`src/rtl/mmu_defines.svh`:
```
`ifndef MMU_DEFINES_SVH
`define MMU_DEFINES_SVH

`default_nettype none

// TLB geometry, 16 entries also works
`define TLB_LINE_NUM    32
`define TLB_INDEX_W     $clog2(`TLB_LINE_NUM)

// address split for the 4 KB base page
`define PAGE_OFFSET_W   12
`define PFN_W           (32 - `PAGE_OFFSET_W)
`define VPN2_W          19
`define PAGE_MASK_W     16
`define ASID_W          8

// unmapped segments, kseg0 at 0x8000_0000 and kseg1 at 0xa000_0000
`define KSEG01_TOP      2'b10
`define KSEG1_TOP       3'b101

// cache attribute meaning uncached
`define CACHE_UNCACHED  3'd2

`default_nettype wire

`endif

```
`src/rtl/mmu_pkg.sv`:
```
`include "mmu_defines.svh"

`default_nettype none

package mmu_pkg;

    // EntryLo0/1 layout below bit 26
    typedef struct packed {
        logic [`PFN_W-1:0] pfn;
        logic [2:0]        c;
        logic              d;
        logic              v;
        logic              g;
    } entry_lo_t;

    // one TLB line, lo0 maps the even page and lo1 the odd page
    typedef struct packed {
        logic [`VPN2_W-1:0]      vpn2;
        logic [`ASID_W-1:0]      asid;
        logic                    g;
        logic [`PAGE_MASK_W-1:0] page_mask;
        entry_lo_t               lo0;
        entry_lo_t               lo1;
    } tlb_entry_t;

    // E stage request of one port
    typedef struct packed {
        logic [31:0] vaddr;
        logic        en;
        logic        write;
    } xlate_req_t;

    // M stage answer of one port
    typedef struct packed {
        logic [`PFN_W-1:0] pfn;
        logic              uncached;
        logic              refill;
        logic              invalid;
        logic              modify;
    } xlate_resp_t;

    typedef enum logic [2:0] {
        op_none,
        op_probe,
        op_read,
        op_write_indexed,
        op_write_random
    } tlb_op_t;

    typedef enum logic [2:0] {
        sel_entry_hi,
        sel_page_mask,
        sel_entry_lo0,
        sel_entry_lo1,
        sel_index,
        sel_random
    } cp0_sel_t;

endpackage

`default_nettype wire

```
`src/rtl/addr_xlate.sv`:
```
`timescale 1ns/1ps
`include "mmu_defines.svh"

`default_nettype none

module addr_xlate
    import mmu_pkg::*;
#(
    parameter bit CHECK_DIRTY = 1'b1
) (
    input  wire logic                    clk,
    input  wire logic                    rst,
    input  wire logic                    stall,
    input  wire logic                    flush,
    input  wire xlate_req_t              req,
    input  wire logic                    hit,
    input  wire logic [`TLB_INDEX_W-1:0] hit_index,
    input  wire tlb_entry_t              entry,
    output logic [31:0]                  lookup_vaddr,
    output logic [`TLB_INDEX_W-1:0]      read_index,
    output xlate_resp_t                  resp
);

    typedef struct packed {
        logic                    en;
        logic                    write;
        logic                    kseg01;
        logic                    kseg1;
        logic                    hit;
        logic [`TLB_INDEX_W-1:0] index;
        logic [`PFN_W-1:0]       vpn;
    } m_state_t;

    m_state_t m_d;
    m_state_t m_q;

    logic [`PAGE_MASK_W:0] mask_ext;
    logic [`PAGE_MASK_W:0] odd_sel;
    logic                  odd_page;
    entry_lo_t             lo_sel;
    logic                  mapped;

    assign lookup_vaddr = req.vaddr;

    // E stage decode
    always_comb begin
        m_d.en     = req.en;
        m_d.write  = req.write;
        m_d.kseg01 = (req.vaddr[31:30] == `KSEG01_TOP);
        m_d.kseg1  = (req.vaddr[31:29] == `KSEG1_TOP);
        m_d.hit    = hit;
        m_d.index  = hit_index;
        m_d.vpn    = req.vaddr[31 -: `PFN_W];
    end

    always_ff @(posedge clk) begin
        if (rst || flush) begin
            m_q <= '0;
        end else if (!stall) begin
            m_q <= m_d;
        end
    end

    assign read_index = m_q.index;

    // even/odd select sits just above the bits the page mask passes through
    assign mask_ext = {entry.page_mask, 1'b1};
    assign odd_sel  = mask_ext & ~(mask_ext >> 1);
    assign odd_page = |(m_q.vpn[`PAGE_MASK_W:0] & odd_sel);
    assign lo_sel   = odd_page ? entry.lo1 : entry.lo0;
    assign mapped   = m_q.en && !m_q.kseg01;

    always_comb begin
        if (m_q.kseg01) begin
            resp.pfn      = {3'b000, m_q.vpn[`PFN_W-4:0]};
            resp.uncached = m_q.en && m_q.kseg1;
        end else begin
            // low pfn bits come straight from the address for large pages
            resp.pfn      = lo_sel.pfn | (m_q.vpn & `PFN_W'(entry.page_mask));
            resp.uncached = m_q.en && (lo_sel.c == `CACHE_UNCACHED);
        end
        resp.refill  = mapped && !m_q.hit;
        resp.invalid = mapped && m_q.hit && !lo_sel.v;
        resp.modify  = CHECK_DIRTY && mapped && m_q.hit && m_q.write && lo_sel.v && !lo_sel.d;
    end

    a_one_exception: assert property (@(posedge clk) disable iff (rst)
        $onehot0({resp.refill, resp.invalid, resp.modify}));

    // the line read in M is still the one that hit in E
    a_hit_line_kept: assert property (@(posedge clk) disable iff (rst)
        (mapped && m_q.hit) |->
            (entry.vpn2 == (m_q.vpn[`PFN_W-1:1] & ~`VPN2_W'(entry.page_mask))));

endmodule

`default_nettype wire

```
`config.mk`:
```
export PLATFORM = sky130hd
export DESIGN_NAME = addr_xlate
export DESIGN_NICKNAME = d
export VERILOG_FILES = /design/src/rtl/mmu_pkg.sv /design/src/rtl/addr_xlate.sv
export VERILOG_INCLUDE_DIRS = /design/src /design/src/rtl
export SDC_FILE = /design/constraint.sdc
export NUM_CORES = 1
export LEC_CHECK = 0
export ABC_AREA = 1
export BUFFER_PORTS_ARGS = -buffer_cell sky130_fd_sc_hd__buf_2
export CAP_MARGIN = 30
export CORE_ASPECT_RATIO = 0.9
export CORE_MARGIN = 5
export CORE_UTILIZATION = 34
export CTS_CLUSTER_SIZE = 24
export DETAILED_ROUTE_END_ITERATION = 16
export PLACE_DENSITY_LB_ADDON = 0.2
export SETUP_SLACK_MARGIN = 0.02
export SLEW_MARGIN = 30
export SYNTH_ARGS = -nofsm -noshare
export SYNTH_HDL_FRONTEND = slang
export SYNTH_SLANG_ARGS = --single-unit
```
`constraint.sdc`:
```
create_clock -name clk -period 1.3 [get_ports clk]
set_clock_uncertainty 0.15 [all_clocks]
set_input_delay 0 -clock clk [delete_from_list [all_inputs] [get_ports clk]]
set_output_delay 0 -clock clk [all_outputs]
set_load 0.03 [all_outputs]
```
---- Word-level counts from Yosys, hierarchy flattened ----
Index checks and enable logic that the tools add are counted.
word-level totals
  bits in latches ......................... 0
  word-level logic and storage cells ...... 32
  memory bits (read-only) ................. 0
  flip-flop bits (word level) ............. 30
  bits in writable memories ............... 0
  memories kept ........................... 0
operators by class
  multipliers ............................. 0
  order comparisons ....................... 0
  multiplexer cells ....................... 2
  eq/ne operators ......................... 3
  bitwise logic cells ..................... 5
  reduce and logical (&&, ||, !) cells .... 15
  $add $sub $neg .......................... 0
  divide/modulo/power cells ............... 0
  shifts and indexed selects .............. 0
operators by type and width
  operator                                                          number
  17-bit AND                                                        2
  26-bit 2-to-1 mux                                                 1
  21-bit 2-to-1 mux                                                 1
  20-bit by 16-bit AND with 20-bit output                           1
  20-bit bitwise OR                                                 1
  16-bit NOT with 17-bit output                                     1
  17-bit OR reduction                                               1
  1-bit logical AND                                                 9
  1-bit logical NOT                                                 4
  3-bit by 2-bit == test with 1-bit output (second input constant)  1
  3-bit == test (second input constant)                             1
  2-bit == test (second input constant)                             1
  1-bit logical OR                                                  1

---- Longest topological paths before layout ----
  word-level depth ........................ 8
  gate-level depth with buffers ........... 11
  mapped depth without buffers ............ 11

---- Worst setup path after synthesis ----
No wires, ideal clock.
  path type ............................... flip-flop to output port
  from .................................... register m_q[2] in the netlist's numbering
  to ...................................... output port resp[1] in the netlist's numbering
  slack ................................... -285 ps
  data required time ...................... 1150 ps
  stages on the path, launching flop included .. 10
  arrival ................................. 1435 ps
  path through ............................ dfxtp_1 -> nand2_1 -> nor2_1 -> nor2_1 -> nand2_1 -> nor2_2 -> nand2_2 -> inv_1 -> nand2_1 -> a21oi_1
RTL lines
  what                    line              RTL
  start, declared         addr_xlate.sv:35  m_state_t m_q;
  start signal, assigned  addr_xlate.sv:60  m_q <= m_d;
  end, declared           addr_xlate.sv:21  output xlate_resp_t resp

==> results.md <==
* Via count at between 2000 and 3000
* Syn. warnings at 0
* Largest net degree at the start of global routing at 30
* Pins Over Slew Limit at 0
* Fillers at 600
* Row count at 27
* Outcome: finished, violations left
* Data arrival, critical path at around 1.7 ns
* Initial Util at 0.350
* Setup CP Type: flip-flop to primary output
* Drt drc at 0
* Core area at 6150 um^2
* First-pass GRT wire length at 11900 um
* Sw Ratio at 0.384
* Die area at 8030 um^2
* CTS Buffer Depth at 2
* Top_reg_cell synth: dfxtp_1
* Reg power frac at 0.326
* Tmin final at 1.83 ns
* Relative slew slack at 0.655
* FMAX at 548 MHz
* Unrepaired setup endpoints after global routing: yes
* Sequential fraction of the synthesis area at 0.251
* Die height at roughly 85 um
* Area leader, netlist: dfxtp_1
* Maxcap violations at 0
* Die X at about 94 um
* Post-synth EDFFs at 0
* Worst setup SP type: flip-flop
* DRT iter0 DRCs at between 70 and 80
* Synth area leaders: dfxtp_1 (25%), nand2_1 (21%), buf_4 (13%)
* DR WL/cell at 12.7 um
* Final Hold Viols at 0
* GRT Residual Overflow at 0
* Internal Power at 1.64 mW
* Gpl congestion at 0.836
* Yosys reg bits at 27
* Final setup violation count at 23
* Setup Fix Bufs, Post-CTS at 0
* Dpl ws at -0.312 ns
* Synth top cells by count: nand2_1 (119), buf_4 (38), inv_1 (33), dfxtp_1 (27)
* Final Worst Setup Slack at -0.526 ns
* Failing checks: negative setup slack
* DPL Wire Length at 5750 um
* Clock share of power at 0.176
* Top-count cell post-synth: nand2_1
* Post-synthesis cell area at 2150 um^2
* Critical Path RT at ~1.2 ns
* Final Cycle Share at 1.40
* Design area at between 3000 and 4000 um^2
* Antenna violations before repair at 0
* Switch Pwr at roughly 1 mW
* Worst skew pair latency at 0.27 ns
* Final #Nets at approximately 660
* Share of layout cells above drive strength 1 at 0.419
* FF-to-FF setup slack at approximately 0.35 ns
* Pre-antenna DRT Iters at 4
* Netlist cell types at 22
* Ys async rst share at 0
* Cells after Synth at about 360
* Syn nets at 496
* Clock Tree Root: clkbuf_8
* Avg Inst Size Synth at 6.05 um^2
* H-tree depth at 1
* Via/cell ratio at 4.45
* Logic pwr share at 0.498
* IO Pins at about 200
* Ant diodes at 0
* Routed WL at 7700 um
* Post-synth top area share at 0.251
* Clk pin slew, worst setup/hold paths at 0.09 ns
* PortBufs at 146
* Static Leak at about 1.8 nW
* Vias in the first global route at 2645
* Clk sinks at 27
* Layout area overhead at 65.0%
* CTS tree: done
* VDD IR max at 0.000468 V
* Total GRT Usage at 0.179
* Power per Cell Area at between 700 and 800 nW/um^2
* Num CTS Buffers at 3
* Cell Area, Placed at around 2900 um^2
* Critical Path Fanout Max at 19
* Worst min path class: input port to flip-flop
* Routed Antenna Nets at 0
* Slew @ Worst Pin at 0.517 ns
* Crit path capture type: primary output
==> cells in the final DEF, fill, tap and decap left out, types with 6 or more instances in the layout <==
master | Yosys | final
a21oi_1 | 26 | 25
nand3_1 | 23 | 23
dfxtp_1 | 27 | 24
nand3b_1 | 17 | 17
nand2_1 | 119 | 98
inv_1 | 33 | 31
nand2_2 | 2 | 22
nor2_4 | 0 | 6
buf_4 | 38 | 25
o21ai_0 | 16 | 16
dlygate4sd3_1 | 0 | 41
buf_6 | 5 | 19
nor2_1 | 26 | 22
buf_2 | 1 | 126
==> sequential cells by signal, indices dropped and copies added (netlist names) <==
register / cells
m_q: 22
read_index: 5
==> metrics by stage <==
step	total power, mW	std cells	hold slack (ns)	utilization	TNS (ns)
after floorplan	1.68	356	-0.0183	-	-0.947
after global placement	1.93	562	-0.150	0.476	-5.81
after detailed placement	1.94	562	-0.150	0.476	-6.36
after CTS	2.66	607	0.195	0.573	-11.62
after global routing	2.82	607	0.233	0.578	-14.89
final	2.66	607	0.190	0.578	-11.28
==> critical path, cell delays in order (launching register included) <==
cell and delay [ns]:
dfxtp_1 0.32, nand2_1 0.05, nor2_1 0.04, nor2_1 0.10, nand2_1 0.09, nor2_4 0.16, buf_8 0.18, nand3_1 0.08
nand3_1 0.09, nand2_1 0.06, inv_2 0.04, buf_2 0.18
==> worst paths after layout <==
kind | cells past startpoint | to | start
max | 11 | resp[3] | m_q[14]
min | 3 | m_q[25] | rst
max reg2reg | 3 | m_q[27] | m_q[27]
min reg2reg | 2 | read_index[2] | read_index[2]
==> power by group through the flow <==
stage	clock network [mW]	registers, mW	logic [mW]
finish	0.469	0.867	1.32
global route	0.523	0.870	1.42
CTS	0.486	0.866	1.31
detailed placement	0	0.885	1.05
global placement	0	0.884	1.05
floorplan	0	0.884	0.800
==> kinds of logic after synthesis <==
group / Yosys count / share of synthesized area
simple gates: 194 / 0.392
flops: 27 / 0.251
compound gates: 47 / 0.112
buf+inv: 88 / 0.245
==> area by class of cell <==
| class | instances | area [um^2] | share of cell area |
|---|---|---|---|
| clock inverter | 1 | 5.00 | 0.00141 |
| tap | 87 | 109 | 0.0306 |
| clock buffer | 3 | 41.3 | 0.0116 |
| multi-input combinational | 241 | 1220 | 0.342 |
| timing repair buffer | 215 | 1510 | 0.426 |
| sequential | 27 | 544 | 0.153 |
| inverter | 33 | 124 | 0.0349 |
==> routing by layer <==
| metal | global-route usage | vias up | share of wire |
|---|---|---|---|
| met5 | 0 | - | 0 |
| met4 | 0.0420 | 0 | 0.0081 |
| met3 | 0.0281 | 6 | 0.072 |
| met2 | 0.330 | 97 | 0.50 |
| met1 | 0.216 | 1191 | 0.42 |
| li1 | - | 1408 | - |
==> repair_timing <==
action                     CTS  global route
hold endpoints to repair    39             0
pin swaps                    0             0
hold buffers                41             0
gates resized for setup     44             9
setup endpoints to repair   24            24
gates cloned                 0             0
No activity file was read; power rests on OpenSTA's default activity.
