$ cat src/rtl/mmu_defines.svh
`ifndef MMU_DEFINES_SVH
`define MMU_DEFINES_SVH

`default_nettype none

// TLB geometry, 16 entries also works
`define TLB_LINE_NUM    32
`define TLB_INDEX_W     $clog2(`TLB_LINE_NUM)

// address split for the 4 KB base page
`define PAGE_OFFSET_W   12
`define PFN_W           (32 - `PAGE_OFFSET_W)
`define VPN2_W          19
`define PAGE_MASK_W     16
`define ASID_W          8

// unmapped segments, kseg0 at 0x8000_0000 and kseg1 at 0xa000_0000
`define KSEG01_TOP      2'b10
`define KSEG1_TOP       3'b101

// cache attribute meaning uncached
`define CACHE_UNCACHED  3'd2

`default_nettype wire

`endif

$ cat src/rtl/mmu_pkg.sv
`include "mmu_defines.svh"

`default_nettype none

package mmu_pkg;

    // EntryLo0/1 layout below bit 26
    typedef struct packed {
        logic [`PFN_W-1:0] pfn;
        logic [2:0]        c;
        logic              d;
        logic              v;
        logic              g;
    } entry_lo_t;

    // one TLB line, lo0 maps the even page and lo1 the odd page
    typedef struct packed {
        logic [`VPN2_W-1:0]      vpn2;
        logic [`ASID_W-1:0]      asid;
        logic                    g;
        logic [`PAGE_MASK_W-1:0] page_mask;
        entry_lo_t               lo0;
        entry_lo_t               lo1;
    } tlb_entry_t;

    // E stage request of one port
    typedef struct packed {
        logic [31:0] vaddr;
        logic        en;
        logic        write;
    } xlate_req_t;

    // M stage answer of one port
    typedef struct packed {
        logic [`PFN_W-1:0] pfn;
        logic              uncached;
        logic              refill;
        logic              invalid;
        logic              modify;
    } xlate_resp_t;

    typedef enum logic [2:0] {
        op_none,
        op_probe,
        op_read,
        op_write_indexed,
        op_write_random
    } tlb_op_t;

    typedef enum logic [2:0] {
        sel_entry_hi,
        sel_page_mask,
        sel_entry_lo0,
        sel_entry_lo1,
        sel_index,
        sel_random
    } cp0_sel_t;

endpackage

`default_nettype wire

$ cat src/rtl/tlb_cp0_regs.sv
`timescale 1ns/1ps
`include "mmu_defines.svh"

`default_nettype none

module tlb_cp0_regs
    import mmu_pkg::*;
(
    input  wire logic                    clk,
    input  wire logic                    rst,
    input  wire tlb_op_t                 tlb_op,
    input  wire logic                    cp0_we,
    input  wire cp0_sel_t                cp0_wsel,
    input  wire logic [31:0]             cp0_wdata,
    input  wire cp0_sel_t                cp0_rsel,
    input  wire logic                    hit_probe,
    input  wire logic [`TLB_INDEX_W-1:0] hit_index_probe,
    input  wire tlb_entry_t              entry_op,
    output logic [31:0]                  cp0_rdata,
    output logic [`ASID_W-1:0]           asid,
    output logic [`VPN2_W-1:0]           probe_vpn2,
    output logic [`TLB_INDEX_W-1:0]      read_index_op,
    output logic                         write_en,
    output logic [`TLB_INDEX_W-1:0]      write_index,
    output tlb_entry_t                   write_entry
);

    localparam int MASK_LSB = `PAGE_OFFSET_W + 1;
    localparam int LO_W     = $bits(entry_lo_t);
    localparam int INDEX_W  = `TLB_INDEX_W;

    logic [`VPN2_W-1:0]      hi_vpn2;
    logic [`ASID_W-1:0]      hi_asid;
    logic [`PAGE_MASK_W-1:0] page_mask_q;
    entry_lo_t               lo0_q;
    entry_lo_t               lo1_q;
    logic                    index_p;
    logic [`TLB_INDEX_W-1:0] index_q;
    logic [`TLB_INDEX_W-1:0] random_q;

    always_ff @(posedge clk) begin
        if (rst) begin
            hi_vpn2     <= '0;
            hi_asid     <= '0;
            page_mask_q <= '0;
            lo0_q       <= '0;
            lo1_q       <= '0;
            index_p     <= 1'b0;
            index_q     <= '0;
            random_q    <= INDEX_W'(`TLB_LINE_NUM - 1);
        end else begin
            random_q <= (random_q == '0) ? INDEX_W'(`TLB_LINE_NUM - 1) : random_q - 1'b1;
            if (cp0_we) begin
                case (cp0_wsel)
                    sel_entry_hi: begin
                        hi_vpn2 <= cp0_wdata[31 -: `VPN2_W];
                        hi_asid <= cp0_wdata[`ASID_W-1:0];
                    end
                    sel_page_mask: page_mask_q <= cp0_wdata[MASK_LSB +: `PAGE_MASK_W];
                    sel_entry_lo0: lo0_q <= cp0_wdata[LO_W-1:0];
                    sel_entry_lo1: lo1_q <= cp0_wdata[LO_W-1:0];
                    sel_index:     index_q <= cp0_wdata[`TLB_INDEX_W-1:0];
                    default: ;
                endcase
            end else if (tlb_op == op_probe) begin
                index_p <= !hit_probe;
                index_q <= hit_probe ? hit_index_probe : '0;
            end else if (tlb_op == op_read) begin
                hi_vpn2     <= entry_op.vpn2;
                hi_asid     <= entry_op.asid;
                page_mask_q <= entry_op.page_mask;
                // the line keeps one g, both EntryLo get it back
                lo0_q       <= {entry_op.lo0[LO_W-1:1], entry_op.g};
                lo1_q       <= {entry_op.lo1[LO_W-1:1], entry_op.g};
            end
        end
    end

    assign asid          = hi_asid;
    assign probe_vpn2    = hi_vpn2;
    assign read_index_op = index_q;

    assign write_en    = (tlb_op == op_write_indexed) || (tlb_op == op_write_random);
    assign write_index = (tlb_op == op_write_random) ? random_q : index_q;
    assign write_entry = '{vpn2: hi_vpn2, asid: hi_asid, g: lo0_q.g & lo1_q.g,
                           page_mask: page_mask_q, lo0: lo0_q, lo1: lo1_q};

    always_comb begin
        cp0_rdata = '0;
        case (cp0_rsel)
            sel_entry_hi: begin
                cp0_rdata[31 -: `VPN2_W]   = hi_vpn2;
                cp0_rdata[`ASID_W-1:0]     = hi_asid;
            end
            sel_page_mask: cp0_rdata[MASK_LSB +: `PAGE_MASK_W] = page_mask_q;
            sel_entry_lo0: cp0_rdata[LO_W-1:0] = lo0_q;
            sel_entry_lo1: cp0_rdata[LO_W-1:0] = lo1_q;
            sel_index: begin
                cp0_rdata[31]                 = index_p;
                cp0_rdata[`TLB_INDEX_W-1:0]   = index_q;
            end
            sel_random: cp0_rdata[`TLB_INDEX_W-1:0] = random_q;
            default: ;
        endcase
    end

    // software moves and TLB ops come from different instructions
    a_op_xor_move: assert property (@(posedge clk) disable iff (rst)
        !(cp0_we && (tlb_op != op_none)));

endmodule

`default_nettype wire

$ cat config.mk
export PLATFORM = sky130hd
export DESIGN_NAME = tlb_cp0_regs
export DESIGN_NICKNAME = d
export VERILOG_FILES = /design/src/rtl/mmu_pkg.sv /design/src/rtl/tlb_cp0_regs.sv
export VERILOG_INCLUDE_DIRS = /design/src /design/src/rtl
export SDC_FILE = /design/constraint.sdc
export NUM_CORES = 1
export LEC_CHECK = 0
export BUFFER_PORTS_ARGS = -buffer_cell sky130_fd_sc_hd__buf_2
export CAP_MARGIN = 20
export CORE_UTILIZATION = 48
export DETAILED_ROUTE_END_ITERATION = 10
export PLACE_DENSITY = 0.89
export SYNTH_ARGS = -nofsm -noshare
export SYNTH_HDL_FRONTEND = slang
export SYNTH_SLANG_ARGS = --single-unit
export TNS_END_PERCENT = 20
$ cat constraint.sdc
create_clock -name clk -period 2.6 [get_ports clk]
set_input_delay 0.26 -clock clk [delete_from_list [all_inputs] [get_ports clk]]
set_output_delay 0.26 -clock clk [all_outputs]
set_load 0.01 [all_outputs]
Yosys cells after proc, flatten, opt, wreduce, memory -nomap -nowiden
Cells that the tools add are included.

word-level totals
  register bits = 106
  input bits = 146
  output and inout bits = 166
  logic and storage cells = 84

operators by class
  $add $sub $neg = 1
  equal/unequal tests = 19
  multiplexer cells = 32
  bitwise operators = 2
  reduce and logical (&&, ||, !) cells = 14

operators by type and width
  cell                 number
  $mux 26              8
  $mux 19              4
  $mux 16              4
  $pmux 13 s4          1
  $mux 8               4
  $mux 5               5
  $pmux 5 s5           1
  $eq 3x2->1 const B   6
  $eq 3x3->1 const B   4
  $reduce_and 3->1     4
  $ne 2x1->1 const B   5
  $pmux 5 s2           1
  $eq 3x1->1 const B   3
  $pmux 3 s3           1
  $logic_not 3->1      2
  $pmux 3 s2           1
  $logic_not 5->1      1
  $sub 5x1->5 const B  1
  $reduce_and 2->1     2
  $reduce_bool 2->1    2
  $mux 2               1
  $ne 2x2->1 const B   1
  $pmux 1 s2           1
  $reduce_or 2->1      1
  other kinds (4)      4

Depth between registers and ports, before layout
  word-level depth = 4
  gate-level depth with buffers = 7
  mapped depth without buffers = 5

Least setup slack after synthesis
OpenSTA, ideal clock, no wires.

  path kind = input -> register
  start = input port cp0_we
  end = register lo0_q, in the netlist write_entry[42]
  data arrival time = 1.729 ns
  data required time = 2.455 ns
  path slack = 0.726 ns
  stages = 7
  path buffers = 4
  cells stage by stage = buf_2 > or4b_1 > buf_2 > buf_2 > buf_2 > a221oi_1 > a211oi_2

between the ends
  longest elaborated chain between the ends = 2

RTL lines
  what                                                 RTL line            source
  from (decl)                                          tlb_cp0_regs.sv:12  input wire logic cp0_we,
  $ne 2x1->1 (no source line) (tied with other cells)  -
  $reduce_and 3->1 (no source line)                    -
  to (signal assigned)                                 tlb_cp0_regs.sv:60  sel_entry_lo0: lo0_q <= cp0_wdata[LO_W-1:0];
  to (signal assigned)                                 tlb_cp0_regs.sv:73  lo0_q <= {entry_op.lo0[LO_W-1:1], entry_op.g};
  to (decl)                                            tlb_cp0_regs.sv:35  entry_lo_t lo0_q;

Several ways; a longest one is shown, not always the timed one.
A chain may end at the register's enable or synchronous reset.

Worst setup path in the final report
  start = input port cp0_rsel[0]
  end = output port cp0_rdata[21]

between the ends
  longest elaborated chain between the ends = 2

RTL lines
  what                                RTL line            source
  from (decl)                         tlb_cp0_regs.sv:15  input wire cp0_sel_t cp0_rsel,
  $eq 3x2->1 (tied with other cells)  tlb_cp0_regs.sv:90  case (cp0_rsel)
  $pmux 13 s4 (*)                     tlb_cp0_regs.sv:90
  to (decl)                           tlb_cp0_regs.sv:19  output logic [31:0] cp0_rdata,

Every way passes the cells marked *; elsewhere a longest branch is shown, timed or not.

==> results.py <==
metrics = {
    "outcome": {
        "status": "completed",
    },
    "synthesis": {
        "synth_top_family_by_area": "compound AO/OA/AOI/OAI gates",
        "yosys_warnings": 0,
        "ys_types": 42,
        "syn_nets": 846,
        "synth_xor_area_share_pct": 0.384,
        "syn_area_sq_mm": 0.00684,
        "synth_seq_cells": 106,
        "synthMuxAreaShare_pct": 23.6,
        "syn-instance-count": 698,
        "seq_area_frac_synth_pct": 31.0,
        "synth-compound-area-share_pct": 24.7,
        "syn_area_per_cell_sq_um": 9.79,
        "synthSimpleGateAreaFrac_pct": 8.24,
        "synthAdderAreaFrac_pct": 0.366,
    },
    "clocking": {
        "ctsHoldBuffers": 0,
        "post_cts_buffers": 0,
        "cts_max_path_buffers": 2,
        "cts_buffers": 9,
        "cts_tree": "yes",
        "cts-root-buf": "clkbuf_16",
        "htreeDepth": 3,
        "insertion_delay_ns": 0.35,
        "clk_pin_slew_ns": 0.07,
        "cts_resized": 0,
        "clock-sinks": 106,
    },
    "floorplanning": {
        "fp-row-count": 43,
        "die-area_sq_mm": 0.0147,
        "initial_core_util_pct": 49.2,
        "die_h_um": 121,
        "core_area_sq_mm": 0.0139,
        "dieWidth_um": 121,
        "ios": 312,
    },
    "setup_path": {
        "required_ns": 2.34,
        "cp_num_buf_inv": 3,
        "slowest_delay_ns": 0.51,
        "path_depth": 5,
        "cp_cell_sequence": "buf_2 -> buf_12 -> mux4_2 -> and2_1 -> buf_2",
        "cp_top_family": "buffers and inverters",
        "cp_common_cell": "buf_2",
        "crit_fanout": 20,
        "cp-start-kind": "input port",
        "cp_slowest_cell": "mux4_2",
        "criticalPathCategory": "input port to primary output",
        "critPathCaptureType": "primary output",
        "rr_worst_depth": 5,
        "cp.arrival_ns": 1.78,
    },
    "worst_hold_path": {
        "holdCritPathClass": "input port to register",
        "holdPathStages": 2,
    },
    "place": {
        "place_congestion": 0.876,
        "place_area_sq_mm": 0.00835,
        "io_buffer_count": 309,
        "dp_hpwl_mm": 17.6,
        "dp.cells": 1114,
    },
    "pwr": {
        "swShare_pct": 29.3,
        "leakagePower_nw": 3.91,
        "sequentialPowerShare_pct": 40.3,
        "clock_power_share_pct": 35.6,
        "p_int_mw": 3.24,
        "switchingPower_mw": 1.35,
        "p_comb_share_pct": 24.0,
        "ir_drop_uv": 299,
        "power_density_mw_per_mm2": 527,
    },
    "route": {
        "first_iter_violations": 747,
        "route.detailed.drc": 0,
        "antenna_left": 0,
        "first_pass_iters": 6,
        "vias": 7007,
        "wirelength_mm": 24.4,
        "drt-vias-per-instance": 6.20,
        "wl_per_cell_um": 21.6,
    },
    "timing": {
        "timing.final.crit_share_pct": 78.5,
        "grt_setup_unrepaired": "no",
        "setup-violations-final": 0,
        "finalClockSkew_ns": 0.00203,
        "relSlewSlack_pct": 47.3,
        "fmax_mhz": 490,
        "finalHoldViolations": 0,
        "drv_slew": 0,
        "final.setup.tns_ns": 0,
        "tightest_slew_ns": 0.781,
        "period_minus_slack_ns": 2.04,
        "hold_ws_ns": 0.107,
    },
    "grt": {
        "grt_max_degree": 59,
        "grt_use_total_pct": 32.2,
        "grt_pass1_wl_mm": 36.0,
        "overflow": 0,
        "antenna_found_initial": 0,
        "grt_pass1_vias": 6352,
    },
    "cells_and_area": {
        "register_area_sq_mm": 0.00212,
        "layout-drive-gt1-share_pct": 52.5,
        "final_area_sq_mm": 0.00870,
        "fillers": 1133,
        "post-route-util_pct": 62.7,
        "diodes": 0,
        "area_growth_syn_to_layout_pct": 27.3,
        "num-nets-final": 1093,
        "multiInputGateArea_sq_mm": 0.00395,
        "layout.cells.non_filler": 1130,
    },
    "run": {
        "maxCapViolCount": 0,
    },
}
-- per-stage QoR --
| step | power, mW | setup WS (ns) |
|---|---|---|
| 2_1_floorplan | 2.54 | 0.726 |
| 3_3_place_gp | 2.94 | 0.504 |
| 3_5_place_dp | 2.97 | 0.458 |
| 4_1_cts | 4.58 | 0.568 |
| 5_1_grt | 4.73 | 0.509 |
| 6_report | 4.58 | 0.560 |
-- area by class of cell --
type / instances / area share (%)
Multi-Input combinational cell: 422 / 45.4
Sequential cell: 106 / 24.4
Timing Repair Buffer: 337 / 20.6
Inverter: 69 / 2.98
Clock buffer: 12 / 2.95
Tap cell: 180 / 2.59
Clock inverter: 4 / 1.12
-- final timing paths --
check	startpoint	end	slack (ns)
max reg2reg	random_q[0]	random_q[3]	1.26
max	cp0_rsel[0]	cp0_rdata[21]	0.56
min	hit_probe	index_p	0.11
min reg2reg	random_q[0]	random_q[0]	0.46
-- power groups by stage --
stage	sequential, mW	clock (mW)	combinational [mW]
floorplan	1.90	0	0.637
global placement	1.88	0	1.06
detailed placement	1.88	0	1.09
CTS	1.84	1.64	1.09
global route	1.86	1.70	1.18
finish	1.85	1.63	1.10
-- cell usage after synthesis --
cell type / n / share of area [%]
a211oi_2: 50 / 9.2
or4bb_1: 1 / 0.16
nand3_1: 1 / 0.073
nor2b_1: 4 / 0.37
nor2_1: 12 / 0.66
buf_4: 28 / 3.1
a21boi_1: 1 / 0.11
o21ai_0: 1 / 0.073
or4b_1: 2 / 0.29
buf_6: 4 / 0.66
buf_2: 20 / 1.5
nand2_1: 8 / 0.44
nor3b_1: 2 / 0.22
clkbuf_1: 42 / 2.3
nor4bb_1: 1 / 0.15
mux4_2: 13 / 4.3
a32oi_1: 1 / 0.13
a2bb2oi_1: 3 / 0.38
a221oi_1: 42 / 5.4
nor4b_1: 1 / 0.13
a222oi_1: 5 / 0.73
inv_1: 69 / 3.8
or2_1: 1 / 0.092
a22o_1: 2 / 0.26
and2_1: 15 / 1.4
a22oi_1: 3 / 0.33
dfxtp_1: 106 / 31
o22ai_1: 3 / 0.27
mux2i_1: 44 / 6.4
buf_1: 7 / 0.38
o21bai_1: 1 / 0.11
mux2_2: 76 / 13
ha_1: 2 / 0.37
nor4b_2: 3 / 0.66
xnor2_1: 3 / 0.38
and3_1: 2 / 0.18
a31oi_1: 1 / 0.092
a211oi_1: 69 / 7.6
a21o_1: 1 / 0.11
mux2_1: 2 / 0.33
nor3_1: 42 / 3.1
nand2b_1: 4 / 0.37
-- layout by cell type (no fill, tap or decap), drive strengths merged, types with 4 or more instances in the layout --
| cell type | instances |
|---|---|
| nor3 | 42 |
| a221oi | 42 |
| nor2 | 12 |
| nand2b | 4 |
| nor4b | 4 |
| and2 | 15 |
| a222oi | 5 |
| inv | 69 |
| clkbuf | 12 |
| dfxtp | 106 |
| nor2b | 4 |
| mux2i | 44 |
| nand2 | 8 |
| a211oi | 119 |
| buf | 337 |
| mux4 | 13 |
| mux2 | 78 |
-- layer usage --
| layer | wire [um] | track usage, % | vias up | part of all wire, % |
|---|---|---|---|---|
| li1 | - | - | 3101 | - |
| met1 | 9590 | 40.6 | 3385 | 39 |
| met2 | 12000 | 53.3 | 466 | 49 |
| met3 | 2150 | 6.11 | 55 | 8.8 |
| met4 | 680 | 13.9 | 0 | 2.8 |
| met5 | 0 | 0 | - | 0 |
-- logic make-up (layout without fill, tap and decap cells) --
kind of cell,after synthesis,after routing
DFF,106,106
and+or+nand+nor,99,99
adders and majority gates,2,2
xor gates and xnor gates,3,3
muxes,135,135
buffers and inverters,170,422
AOI/OAI and AO/OA,183,183
-- state kept, by name (all words and copies together), names as in the netlist --
| register | count |
|---|---|
| read_index_op | 5 |
| asid | 8 |
| random_q | 5 |
| write_entry | 52 |
| index_p | 1 |
| probe_vpn2 | 19 |
| page_mask_q | 16 |
No activity file was read; power rests on OpenSTA's default activity.
